File: config.mk
export PLATFORM = sky130hd
export DESIGN_NAME = sdram_access_sequencer_flat
export DESIGN_NICKNAME = d
export VERILOG_FILES = /design/src/verilog/mem_map_pkg.sv /design/src/verilog/cpu_access_if.sv /design/src/verilog/sdram_access_sequencer.sv /design/src/flat_wrapper.sv
export SDC_FILE = /design/constraint.sdc
export NUM_CORES = 1
export LEC_CHECK = 0
export BUFFER_PORTS_ARGS = -buffer_cell sky130_fd_sc_hd__buf_2
export CORE_MARGIN = 5
export CORE_UTILIZATION = 36
export CTS_BUF_LIST = sky130_fd_sc_hd__clkbuf_16
export DETAILED_ROUTE_END_ITERATION = 10
export GPL_TIMING_DRIVEN = 0
export PLACE_DENSITY_LB_ADDON = 0.12
export SETUP_SLACK_MARGIN = 0.3
export SYNTH_ARGS = -nofsm -noshare
export SYNTH_HDL_FRONTEND = slang
export SYNTH_SLANG_ARGS = --single-unit
File: constraint.sdc
create_clock -name clk -period 3.8 [get_ports clk]
set_clock_uncertainty 0.05 [all_clocks]
set_input_delay 0.57 -clock clk [delete_from_list [all_inputs] [get_ports clk]]
set_output_delay 0.57 -clock clk [all_outputs]
set_load 0.01 [all_outputs]
File: src/verilog/mem_map_pkg.sv
// Console memory map definitions
`default_nettype none

package mem_map_pkg;

  // ==========================================================================
  // Bus widths and types
  // ==========================================================================
  localparam int WORD_ADDR_W = 23;              // CPU word address
  localparam int PAD_INDEX_W = 9;               // 512 words = 1K bytes

  typedef logic [WORD_ADDR_W-1:0] word_addr_t;
  typedef logic [WORD_ADDR_W:0]   ext_addr_t;   // Extra zero top bit for SDRAM
  typedef logic [15:0]            bus_data_t;
  typedef logic [PAD_INDEX_W-1:0] pad_index_t;
  typedef logic [6:0]             busy_count_t;

  typedef enum logic [1:0] {
    REGION_NONE,                                // Unmapped, reads as zero
    REGION_PAD,                                 // On-chip scratchpad
    REGION_EXT                                  // Anything served by SDRAM
  } region_e;

  // ==========================================================================
  // Region match values
  // ==========================================================================
  // Word address bits 22:9, byte address 08000
  localparam logic [WORD_ADDR_W-PAD_INDEX_W-1:0] PAD_MATCH = 14'b0000_0000_1000_00;

  // Window = number of top address bits compared, plus the word base address
  typedef struct packed {
    logic [4:0] top_bits;
    word_addr_t base;
  } ext_window_t;

  localparam int EXT_WINDOW_COUNT = 9;

  localparam ext_window_t EXT_WINDOWS [EXT_WINDOW_COUNT] = '{
    '{5'd11, 23'h000000},                       // Console ROM, byte 0000
    '{5'd11, 23'h001000},                       // Low RAM, byte 2000 (8K)
    '{5'd11, 23'h005000},                       // High RAM, byte A000 (8K)
    '{5'd10, 23'h006000},                       // High RAM, byte C000..FFFF
    '{5'd8,  23'h008000},                       // GROM, byte 10000
    '{5'd8,  23'h018000},                       // DSR ROM, byte 30000
    '{5'd4,  23'h080000},                       // SAMS 1M..2M
    '{5'd3,  23'h100000},                       // Cartridges 2M..4M
    '{5'd3,  23'h200000}                        // Test window 4M..6M
  };

  localparam int BUSY_TIMEOUT_DEFAULT = 100;    // Wait-state load value

endpackage

`default_nettype wire
File: src/verilog/cpu_access_if.sv
// Decoded CPU access
`default_nettype none

interface cpu_access_if;

  mem_map_pkg::region_e    region;        // Region of the current address
  mem_map_pkg::word_addr_t adr;           // Word address as held by the CPU
  mem_map_pkg::bus_data_t  wdata;         // CPU write data
  logic                    wr;            // Write level
  logic                    rd;            // Read level
  logic                    lb_en;         // Low byte lane
  logic                    ub_en;         // High byte lane
  logic                    strobe;        // One-cycle start of access

  // Decoder side
  modport decoder (output region, adr, wdata, wr, rd, lb_en, ub_en, strobe);

  // Scratchpad RAM, byte-lane writes
  modport pad (input region, adr, wdata, wr, lb_en, ub_en);

  // SDRAM sequencer
  modport ext (input region, adr, wdata, wr, rd, strobe);

  // Read data mux only needs the region
  modport result (input region);

endinterface

`default_nettype wire

File: src/verilog/sdram_access_sequencer.sv
// SDRAM access sequencer
`default_nettype none

module sdram_access_sequencer #(
  parameter int BUSY_TIMEOUT = mem_map_pkg::BUSY_TIMEOUT_DEFAULT
) (
  input  wire                         clk,
  input  wire                         i_rst_n,
  cpu_access_if.ext                   acc,
  input  wire                         i_ext_done,          // Controller ack pulse
  output logic                        o_ext_as,            // Delayed strobe
  output mem_map_pkg::ext_addr_t      o_ext_addr,
  output mem_map_pkg::bus_data_t      o_ext_wdata,
  output logic                        o_ext_wr_n,
  output logic                        o_memory_busy,       // CPU wait states
  output logic                        o_use_memory_busy    // CPU should honor busy
);

  localparam mem_map_pkg::busy_count_t BUSY_LOAD = mem_map_pkg::busy_count_t'(BUSY_TIMEOUT);

  logic                     is_ext;               // Address in an SDRAM window
  logic                     ext_strobe;           // Start of an external access
  logic                     ext_as_q;
  mem_map_pkg::busy_count_t busy_count;

  assign is_ext     = (acc.region == mem_map_pkg::REGION_EXT);
  assign ext_strobe = acc.strobe && is_ext;

  // ==========================================================================
  // Strobe delay
  // ==========================================================================
  // Controller sees the strobe one cycle late, address already settled
  always_ff @(posedge clk or negedge i_rst_n)
  begin
    if (!i_rst_n)
      ext_as_q <= 1'b0;
    else
      ext_as_q <= ext_strobe;
  end

  assign o_ext_as = ext_as_q;

  // ==========================================================================
  // Wait-state counter
  // ==========================================================================
  always_ff @(posedge clk or negedge i_rst_n)
  begin
    if (!i_rst_n)
      busy_count <= '0;
    else if (ext_strobe)                          // New access wins over done
      busy_count <= BUSY_LOAD;
    else if (i_ext_done)                          // Controller finished
      busy_count <= '0;
    else if (busy_count != '0)
      busy_count <= busy_count - 1'b1;            // Timeout run-down
  end

  assign o_memory_busy = (busy_count != '0);

  // Busy only matters for SDRAM regions
  assign o_use_memory_busy = is_ext && (acc.rd || acc.wr);

  // ==========================================================================
  // Controller request fields
  // ==========================================================================
  // Follow the CPU bus, held steady for the whole access
  assign o_ext_addr  = {1'b0, acc.adr};
  assign o_ext_wdata = acc.wdata;
  assign o_ext_wr_n  = ~acc.wr;

endmodule

`default_nettype wire

File: src/flat_wrapper.sv
// flat-port wrapper written by rule: the top's interface ports become plain ports
module sdram_access_sequencer_flat 
#(
  parameter int BUSY_TIMEOUT = mem_map_pkg::BUSY_TIMEOUT_DEFAULT
)
  (clk, i_rst_n, i_ext_done, o_ext_as, o_ext_addr, o_ext_wdata, o_ext_wr_n, o_memory_busy, o_use_memory_busy, acc_region, acc_adr, acc_wdata, acc_wr, acc_rd, acc_strobe);
  cpu_access_if acc_i ();
  input  wire clk;
  input  wire i_rst_n;
  input  wire i_ext_done;
  output logic o_ext_as;
  output mem_map_pkg::ext_addr_t o_ext_addr;
  output mem_map_pkg::bus_data_t o_ext_wdata;
  output logic o_ext_wr_n;
  output logic o_memory_busy;
  output logic o_use_memory_busy;
  input wire logic [$bits(acc_i.region)-1:0] acc_region;
  input wire logic [$bits(acc_i.adr)-1:0] acc_adr;
  input wire logic [$bits(acc_i.wdata)-1:0] acc_wdata;
  input wire logic [$bits(acc_i.wr)-1:0] acc_wr;
  input wire logic [$bits(acc_i.rd)-1:0] acc_rd;
  input wire logic [$bits(acc_i.strobe)-1:0] acc_strobe;
  assign acc_i.region = acc_region;
  assign acc_i.adr = acc_adr;
  assign acc_i.wdata = acc_wdata;
  assign acc_i.wr = acc_wr;
  assign acc_i.rd = acc_rd;
  assign acc_i.strobe = acc_strobe;
  sdram_access_sequencer #(.BUSY_TIMEOUT(BUSY_TIMEOUT)) u_core (.clk(clk), .i_rst_n(i_rst_n), .acc(acc_i), .i_ext_done(i_ext_done), .o_ext_as(o_ext_as), .o_ext_addr(o_ext_addr), .o_ext_wdata(o_ext_wdata), .o_ext_wr_n(o_ext_wr_n), .o_memory_busy(o_memory_busy), .o_use_memory_busy(o_use_memory_busy));
endmodule
* Word-level counts from Yosys, hierarchy flattened
Index checks and enable logic that the tools add are counted.
** Storage, ports and cells
- Flip-flop bits (word level) :: 8
- Bits in latches :: 0
- RAM bits :: 0
- Bits in read-only memories :: 0
- Input bits :: 47
- Word-level logic and storage cells :: 13
- Memories :: 0
** Operators by class
- Add/subtract/negate cells :: 1
- Multiply operators :: 0
- Div/mod/pow operators :: 0
- Order comparisons :: 0
- Equal/unequal tests :: 1
- Shifts and indexed selects :: 0
- Multiplexer cells :: 3
- Bitwise operators :: 1
- Reductions and logical operators :: 5
** Operator list (number)
- 2-to-1 mux 7 bit :: 3
- nonzero test 7 bit :: 1
- subtractor 7 x 1 -> 7 bit, second input constant :: 1
- nonzero test 3 bit :: 1
- equality test 2 bit, second input constant :: 1
- logical AND 1 bit :: 2
- logical OR 1 bit :: 1
- inverter 1 bit :: 1

* Logic depth before layout (Yosys ltp)
Gate-level depths: netlist (run 1).
- Word-level depth :: 4
- Mapped depth :: 5
- Mapped depth without buffers :: 5

* Least setup slack after synthesis (run 1)
No wires, ideal clock.
- Path kind :: reg-to-reg
- Start :: reg u_core.busy_count[0]
- End :: reg u_core.busy_count[3]
- Arrival :: 1568 ps
- Data required time :: 3622 ps
- Slack :: 2054 ps
- Cell stages (with the launch flop) :: 6
- Cell sequence :: dfrtp_1 -> inv_1 -> ha_1 -> nor3b_4 -> a2111oi_2 -> mux2_1
** Between the ends
- Longest elaborated chain between the ends :: 4
- Elaborated cells on any way between the ends :: 6
- Classes of those cells :: 1 x add/sub; 3 x mux; 2 x reduce/logical
** Ends and longest elaborated chain
- start: declaration :: RTL line sdram_access_sequencer.sv:24 : mem_map_pkg::busy_count_t busy_count;
- start signal: assignment :: RTL line sdram_access_sequencer.sv:55 : busy_count <= busy_count - 1'b1;
- subtractor 7 x 1 -> 7 bit :: RTL line sdram_access_sequencer.sv:55
- 2-to-1 mux 7 bit :: RTL line sdram_access_sequencer.sv:54 : else if (busy_count != '0)
- 2-to-1 mux 7 bit :: RTL line sdram_access_sequencer.sv:52 : else if (i_ext_done)
- 2-to-1 mux 7 bit :: RTL line sdram_access_sequencer.sv:50 : else if (ext_strobe)
Parallel ways exist; a longest one is shown, timed or not. The select of a mux whose other input is x is not followed.
A chain may end at the register's enable or synchronous reset.

* Final worst setup path (run 1)
- Start :: reg u_core.busy_count[0]
- End :: out o_memory_busy
** Between the ends
- Longest elaborated chain between the ends :: 1
** Ends and longest elaborated chain
- nonzero test 7 bit :: RTL line sdram_access_sequencer.sv:58 : assign o_memory_busy = (busy_count != '0);
- end: declaration :: RTL line flat_wrapper.sv:15 : output logic o_memory_busy;
Every way passes these cells.

==> results of run 1 <==
==> flip-flops by register name, indices dropped and copies added, names as in the netlist <==
register,count
u_core.o_ext_as,1
u_core.busy_count,7
==> per-layer routing <==
metal	GRT usage	wire, microns
met2	0.206	1000
met4	0.0712	46
met5	0	0
met1	0.139	749
met3	0.0482	238
==> worst max-delay path, stage by stage (launching register included) <==
cell and delay, ps:
dfrtp_1 430, inv_1 110, ha_1 290, nor3b_4 320, nand2_2 120, buf_2 160
==> where the power goes <==
part           total [W]  internal (W)  leakage [nW]  switching (W)
Combinational   0.000284      0.000151         0.503       0.000133
Sequential      0.000164      0.000115         0.105      0.0000484
Clock           0.000173      0.000135        0.0370      0.0000381
Total           0.000622      0.000402         0.645       0.000220
==> synthesized netlist by cell type <==
cell type and count:
a2111oi_0 1, a2111oi_2 2, a21o_2 1, a21oi_1 2
a22oi_1 1, a41o_1 1, buf_4 40, conb_1 1
dfrtp_1 8, ha_1 1, inv_1 4, inv_2 1
mux2_1 1, nand2_2 1, nand2b_1 1, nand3b_2 1
nor2_1 2, nor3_1 5, nor3_4 1, nor3b_1 3
nor3b_4 1, nor4_1 1, o21ai_0 1, o21ai_1 1
o31ai_1 1, or3_1 1, or3b_1 1, xnor2_1 1
==> layout by cell type (no fill, tap or decap), types with 2 or more instances in the layout <==
cell,Yosys,final
nor3_1,5,5
dfrtp_1,8,8
nor3b_1,3,3
a2111oi_2,2,2
buf_4,40,40
buf_2,0,50
inv_1,4,4
a21oi_1,2,2
nor2_1,2,2
clkbuf_16,0,3
==> cell type report <==
cell class	instances	area [sq um]
Tap cell	27	33.8
Timing Repair Buffer	50	250
Multi-Input combinational cell	33	264
Fill cell	200	880
Clock buffer	3	75.1
Buffer	40	300
Inverter	5	18.8
Sequential cell	8	200
==> final timing paths <==
kind | startpoint | to | cells past startpoint | slack [ps]
setup / recovery | u_core.busy_count[0] | o_memory_busy | 5 | 1520
hold / removal | i_rst_n | u_core.o_ext_as | 1 | 130
setup reg to reg | u_core.busy_count[0] | u_core.busy_count[3] | 5 | 1860
hold reg to reg | u_core.busy_count[6] | u_core.busy_count[6] | 2 | 540
max in group asynchronous | i_rst_n | u_core.busy_count[0] | 1 | 3390
min in group clk | u_core.busy_count[6] | u_core.busy_count[6] | 2 | 540
==> through the flow <==
| step | hold slack (ps) | std cells | power (W) | util | instance area (sq um) |
|---|---|---|---|---|---|
| after floorplan | 224 | 86 | 0.000378 | - | 783 |
| after CTS | 139 | 166 | 0.000629 | 0.565 | 1140 |
| after global placement | 375 | 163 | 0.000443 | 0.528 | 1070 |
| after global routing | 148 | 166 | 0.000674 | 0.565 | 1140 |
| final | 134 | 166 | 0.000622 | 0.565 | 1140 |
| after detailed placement | 380 | 163 | 0.000451 | 0.528 | 1070 |
==> kinds of logic (layout without fill, tap and decap cells) <==
family | after synthesis | after routing | synth area share
AO/OA/AOI/OAI | 11 | 11 | 0.118
XOR/XNOR | 1 | 1 | 0.0112
adder cells (fa/ha/maj) | 1 | 1 | 0.0160
buffers and inverters | 45 | 98 | 0.407
flip-flops | 8 | 8 | 0.256
multiplexers | 1 | 1 | 0.0144
other | 1 | 1 | 0.00479
AND/OR/NAND/NOR | 18 | 18 | 0.173
==> results.yml, run 1 <==
status:
  status: "finished clean"
sta:
  period_share: 0.599
  setup_ws_ps: 1520
  fmax_mhz: 439
  finalSetupTns_ps: 0
  final_hold_viol_count: 0
  setup_viol: 0
  maxSlewViolCount: 0
  fin_crit_ps: 2280
  grt_setup_unrepaired: "false"
cts:
  numCtsBuffers: 3
  clock_path_buffers: 2
  clk_pin_slew_worst_paths_ps: 40
  cts_tree: "built"
  clk_latency_ps: 230
  post_cts.repair.setup_buffers: 0
  root_buffer: "clkbuf_16"
  htree_levels: 1
  ctsResizeCount: 0
  hold_buffers: 0
  cts_sinks: 8
setup_path:
  worst-path-max-fanout: 6
  cp.arrival_ps: 1660
  path_class: "reg -> out"
  worst-endpoint-required_ps: 3180
  end_kind: "primary output"
  start_kind: "flop"
synthesis:
  synth_area_sq_um: 783
  yosys_warnings: 0
  synth_area_leaders: "buf_4 38%, dfrtp_1 26%, a2111oi_2 3.8%"
  seq_area_frac_synth: 0.256
  syn_area_per_cell_sq_um: 9.11
  yosysTopAreaCellShare: 0.383
  syn-num-nets: 134
  yosys.area.top_type: "buf_4"
  synth-seq-cells: 8
  synth_cell_types: 28
  synth_cells: 86
place:
  dpl.hpwl_microns: 1780
  routabilityCongestion: 0.845
  pre_cts_ws_ps: 1770
  port_buffers: 50
routing:
  wire_per_inst_microns: 12.3
  drt_wl_total_microns: 2040
  first_pass_iters: 3
  vias: 726
  ant_nets: 0
  drt-initial-drc-count: 8
  drc: 0
  viasPerCell: 4.37
global_route:
  grtUsageTotal: 0.126
  grt_pass1_vias: 738
  grt_max_degree: 9
  grt_overflow: 0
  grt_pass1_wl_microns: 3220
  antenna_found_initial: 0
finish:
  nets: 189
  antenna-diode-count: 0
  drive_above_1_share: 0.727
  area_growth_pct: 45.8
floorplan:
  die_area_sq_um: 3210
  die_w_microns: 56.6
  die_h_microns: 56.6
  initial_core_util: 0.387
  ios: 91
  rows: 16
  core_sq_um: 2020
power_and_ir_drop:
  power_leakage_nw: 0.645
  powerDensity_nw_per_um2: 544
  peakVddDrop_uv: 287
worst_hold_path:
  hp-class: "in -> async"
flow_run:
  max_cap_violations: 0
Note: power is estimated with default switching activity, not from simulation.
==> inputs of run 2 (changes only) <==
Settings changed: ABC_AREA from default to 1, CORE_UTILIZATION 36 to 32.
Clock period 3.8 ns to 2.2 ns, I/O delays scaled along.
==> results.yml, run 2 <==
global_route:
  grt_pass1_wl_microns: 2660
  use_met2: 0.159
  busiest_layer: "met2"
  antenna_found_initial: 0
  grt_overflow: 0
  gr-usage-met3: 0.0548
  grtUsageTotal: 0.102
  grtUsageMet1: 0.108
  grt_pass1_vias: 680
  grt_max_degree: 9
synthesis:
  async_reset_ff_frac: 1.00
  post-synth-top-count-cell: "buf_4"
  synth_edf_count: 0
  synth_cells: 101
  syn-num-nets: 149
  synth-seq-cells: 8
  syn_area_per_cell_sq_um: 7.49
  synth_area_sq_um: 757
  seq_area_frac_synth: 0.264
  synthTopCellsByCount: "40 x buf_4, 16 x nand2_1, 11 x inv_1, 8 x dfrtp_1, 8 x nand3_1"
  yosys_warnings: 0
  synth_area_leaders: "buf_4 40%, dfrtp_1 26%, nand2_1 7.9%"
  synth_cell_types: 14
  yosysTopAreaCellShare: 0.397
  synth_top_flop_cell: "dfrtp_1"
  yosys.area.top_type: "buf_4"
setup_path:
  start_kind: "flop"
  rrSetupSlack_ps: 830
  worst-endpoint-required_ps: 1820
  worst-path-max-fanout: 5
  path_class: "reg -> out"
  cp.arrival_ps: 1320
  end_kind: "primary output"
cts:
  hold_buffers: 1
  cts_tree: "built"
  cts_sinks: 8
  clk_pin_slew_worst_paths_ps: 40
  numCtsBuffers: 3
  clk_latency_ps: 230
  htree_levels: 1
  ctsResizeCount: 0
  root_buffer: "clkbuf_16"
  post_cts.repair.setup_buffers: 0
  clock_path_buffers: 2
floorplan:
  die_area_sq_um: 3440
  core_sq_um: 2230
  rows: 17
  ios: 91
  die_h_microns: 58.6
  initial_core_util: 0.339
  die_w_microns: 58.6
sta:
  fmax_mhz: 587
  finalSetupTns_ps: 0
  grt_setup_unrepaired: "false"
  fin_crit_ps: 1700
  setup_viol: 0
  period_share: 0.774
  maxSlewViolCount: 0
  final_hold_viol_count: 0
worst_hold_path:
  hp-class: "in -> reg"
finish:
  drive_above_1_share: 0.619
  area_growth_pct: 48.9
  antenna-diode-count: 0
  nFillCells: 223
  largest_reg_flops: 7
  fin_cells: 183
  nets: 205
  layout_commonest_cell: "buf_2"
  final-seq-area_sq_um: 200
  top_register: "u_core.busy_count"
  mostFrequentLayoutCells: "50 x buf_2, 40 x buf_4, 16 x nand2_1"
  multi_input_area_sq_um: 215
power_and_ir_drop:
  peakVddDrop_uv: 545
  powerDensity_nw_per_um2: 858
  power_leakage_nw: 0.720
flow_run:
  max_cap_violations: 0
routing:
  wire_per_inst_microns: 9.98
  drt_wl_total_microns: 1830
  ant_nets: 0
  drt-initial-drc-count: 5
  first_pass_iters: 2
  vias: 734
  drc: 0
  viasPerCell: 4.01
status:
  status: "finished clean"
place:
  port_buffers: 50
  dpl.hpwl_microns: 1650
  dp.cells: 179
  routabilityCongestion: 0.739
run 2: changes by cell type after synthesis, moves of 2 or more:
| cell | change |
|---|---|
| a2111oi_2 | -2 |
| nand2_1 | +16 |
| nor3_1 | -5 |
| nand3_1 | +8 |
| nor3b_1 | -3 |
| inv_1 | +7 |
| nand4_1 | +2 |
| a21oi_1 | -2 |
| nor2_1 | +5 |
| xor2_1 | +3 |
run 2: cells by family after synthesis:
| family | count (synthesis) | synth area share |
|---|---|---|
| buf+inv | 51 | 0.451 |
| simple gates | 36 | 0.215 |
| fa+ha+maj | 1 | 0.0165 |
| flops | 8 | 0.264 |
| other cells | 1 | 0.00495 |
| compound gates | 1 | 0.0132 |
| xor+xnor | 3 | 0.0347 |
run 2: critical path, cell delays in order (launching register included):
cell and delay [ps]:
dfrtp_1 370, inv_1 140, ha_1 260, nand4_1 150, buf_2 170
run 2: metal layers:
layer | share of wire | vias up
met5 | 0 | -
li1 | - | 375
met4 | 0.021 | 0
met3 | 0.21 | 5
met1 | 0.35 | 287
met2 | 0.41 | 67
run 2: where the power goes:
| part | switching [W] | internal, W | leakage (nW) |
|---|---|---|---|
| Combinational | 0.000230 | 0.000195 | 0.579 |
| Clock | 0.0000663 | 0.000234 | 0.0370 |
| Sequential | 0.0000438 | 0.000197 | 0.104 |
run 2: final cells by class:
cell class / instances / share of cell area
Timing Repair Buffer: 51 / 0.231
Inverter: 11 / 0.0366
Sequential cell: 8 / 0.178
Tap cell: 28 / 0.0311
Multi-Input combinational cell: 42 / 0.191
Buffer: 40 / 0.266
Clock buffer: 3 / 0.0666
run 2: path summary, 6_finish.rpt:
check	start	endpoint	cells after the start
hold reg to reg	u_core.busy_count[6]	u_core.busy_count[6]	2
hold / removal	i_ext_done	u_core.busy_count[2]	4
setup / recovery	u_core.busy_count[0]	o_memory_busy	4
setup reg to reg	u_core.busy_count[0]	u_core.busy_count[0]	7
min in group asynchronous	i_rst_n	u_core.o_ext_as	2
max in group asynchronous	i_rst_n	u_core.busy_count[0]	2
run 2: through the flow:
step                hold WS [ps]  utilization  total power, W  setup slack [ps]  cell area (sq um)
CTS                          336        0.505        0.000980               483               1130
finish                       338        0.505        0.000967               496               1130
detailed placement           133        0.467        0.000670               734               1040
floorplan                  -15.6            -        0.000567               941                757
global route                 384        0.505         0.00105               394               1130
global placement             130        0.467        0.000665               735               1040
==> inputs of run 3 (changes only) <==
Settings changed: CORE_UTILIZATION 32 to 29.
Clock period 2.2 ns to 1.5 ns, I/O delays scaled along.
==> results.yml, run 3 (same netlist as run 2, synthesis figures left out) <==
status:
  status: "finished clean"
routing:
  drt-initial-drc-count: 2
  viasPerCell: 3.90
  drc: 0
  drt_wl_total_microns: 1880
  first_pass_iters: 3
  vias: 741
  ant_nets: 0
  wire_per_inst_microns: 9.92
sta:
  grt_setup_unrepaired: "true"
  setup_ws_ps: 125
  holdWs_ps: 228
  fin_crit_ps: 1370
  period_share: 0.916
  fmax_mhz: 727
  finalSetupTns_ps: 0
  setup_viol: 0
  maxSlewViolCount: 0
  final_hold_viol_count: 0
finish:
  area_growth_pct: 58.8
  drive_above_1_share: 0.681
  nets: 210
  final_cell_area_sq_um: 1200
  largest_reg_flops: 7
  nFillCells: 253
  layout_commonest_cell: "buf_2"
  antenna-diode-count: 0
  mostFrequentLayoutCells: "50 x buf_2, 45 x buf_4, 14 x nand2_1"
  final-seq-area_sq_um: 200
  top_register: "u_core.busy_count"
  multi_input_area_sq_um: 250
floorplan:
  core_sq_um: 2480
  rows: 18
  die_h_microns: 61.1
  die_w_microns: 61.1
  die_area_sq_um: 3730
  initial_core_util: 0.306
  ios: 91
setup_path:
  reg2reg_depth: 8
  path_class: "reg -> out"
  worst-endpoint-required_ps: 1220
  r2r-start: "u_core.busy_count[1]"
  end_kind: "primary output"
  cp.arrival_ps: 1100
  rrSetupSlack_ps: 260
  start_kind: "flop"
  r2r-end: "u_core.busy_count[1]"
  worst-path-max-fanout: 3
global_route:
  grt_overflow: 0
  grt_max_degree: 9
  grt_pass1_wl_microns: 2500
  grt_pass1_vias: 648
  antenna_found_initial: 0
  grtUsageTotal: 0.0857
power_and_ir_drop:
  peakVddDrop_uv: 941
  power_leakage_nw: 0.751
  fin_total_pwr_w: 0.00159
  powerDensity_nw_per_um2: 1320
place:
  pre_cts_ws_ps: 208
  port_buffers: 50
  dpl.hpwl_microns: 1620
  routabilityCongestion: 0.786
  placed_area_sq_um: 1060
cts:
  clk_pin_slew_worst_paths_ps: 40
  cts_tree: "built"
  clk_latency_ps: 230
  root_buffer: "clkbuf_16"
  clock_path_buffers: 2
  numCtsBuffers: 3
  cts_sinks: 8
  htree_levels: 1
worst_hold_path:
  hp-class: "in -> reg"
  worstHoldEndpoint: "u_core.busy_count[2]"
  hold_path_depth: 4
  min-delay-start: "i_ext_done"
flow_run:
  max_cap_violations: 0
==> run 3: changes by cell type in the layout (fill, tap and decap cells not counted), sizes merged <==
cell	delta
buf	+5
==> run 3: what timing repair did <==
item | CTS | global route
pin swaps | 2 | 2
gates resized for setup | 5 | 4
hold buffers | 1 | 0
buffers inserted | 4 | 1
hold endpoints to repair | 8 | 0
setup endpoints to repair | 5 | 7
==> run 3: power by group <==
group | switching (W) | internal, W
clock | 0.0000988 | 0.000343
sequential | 0.0000792 | 0.000289
combinational | 0.000397 | 0.000385
total | 0.000575 | 0.00102
==> run 3: area by class of cell <==
type	count	share of cell area
Tap cell	30	0.0312
Sequential cell	8	0.166
Timing Repair Buffer	56	0.248
Inverter	11	0.0343
Multi-Input combinational cell	42	0.208
Clock buffer	3	0.0624
Buffer	40	0.250
==> run 3: worst max-delay path, cell delays in order, from the launching register on <==
cell and delay, ps:
dfrtp_1 400, nor2_2 170, nand4_1 130, buf_2 160
==> run 3: worst max path at each step <==
stage                         start              endpoint  slack [ps]  cells after the start
6_report       u_core.busy_count[4]         o_memory_busy         130                      3
5_1_grt        u_core.busy_count[1]         o_memory_busy          70                      4
4_1_cts        u_core.busy_count[0]         o_memory_busy         120                      4
3_5_place_dp   u_core.busy_count[0]  u_core.busy_count[0]         210                      7
3_3_place_gp   u_core.busy_count[0]  u_core.busy_count[5]         210                      7
2_1_floorplan  u_core.busy_count[0]  u_core.busy_count[1]         320                      7
==> run 3: through the flow <==
step | utilization | instances
2_1_floorplan | - | 101
5_1_grt | 0.485 | 190
3_3_place_gp | 0.427 | 181
6_report | 0.485 | 190
3_5_place_dp | 0.427 | 181
4_1_cts | 0.476 | 189
==> run 3: metal layers <==
metal,wire length (microns),track usage,up-vias
met5,0,0,-
met4,13,0.0372,0
met3,286,0.00629,2
met2,990,0.156,45
met1,592,0.103,308
li1,-,-,386
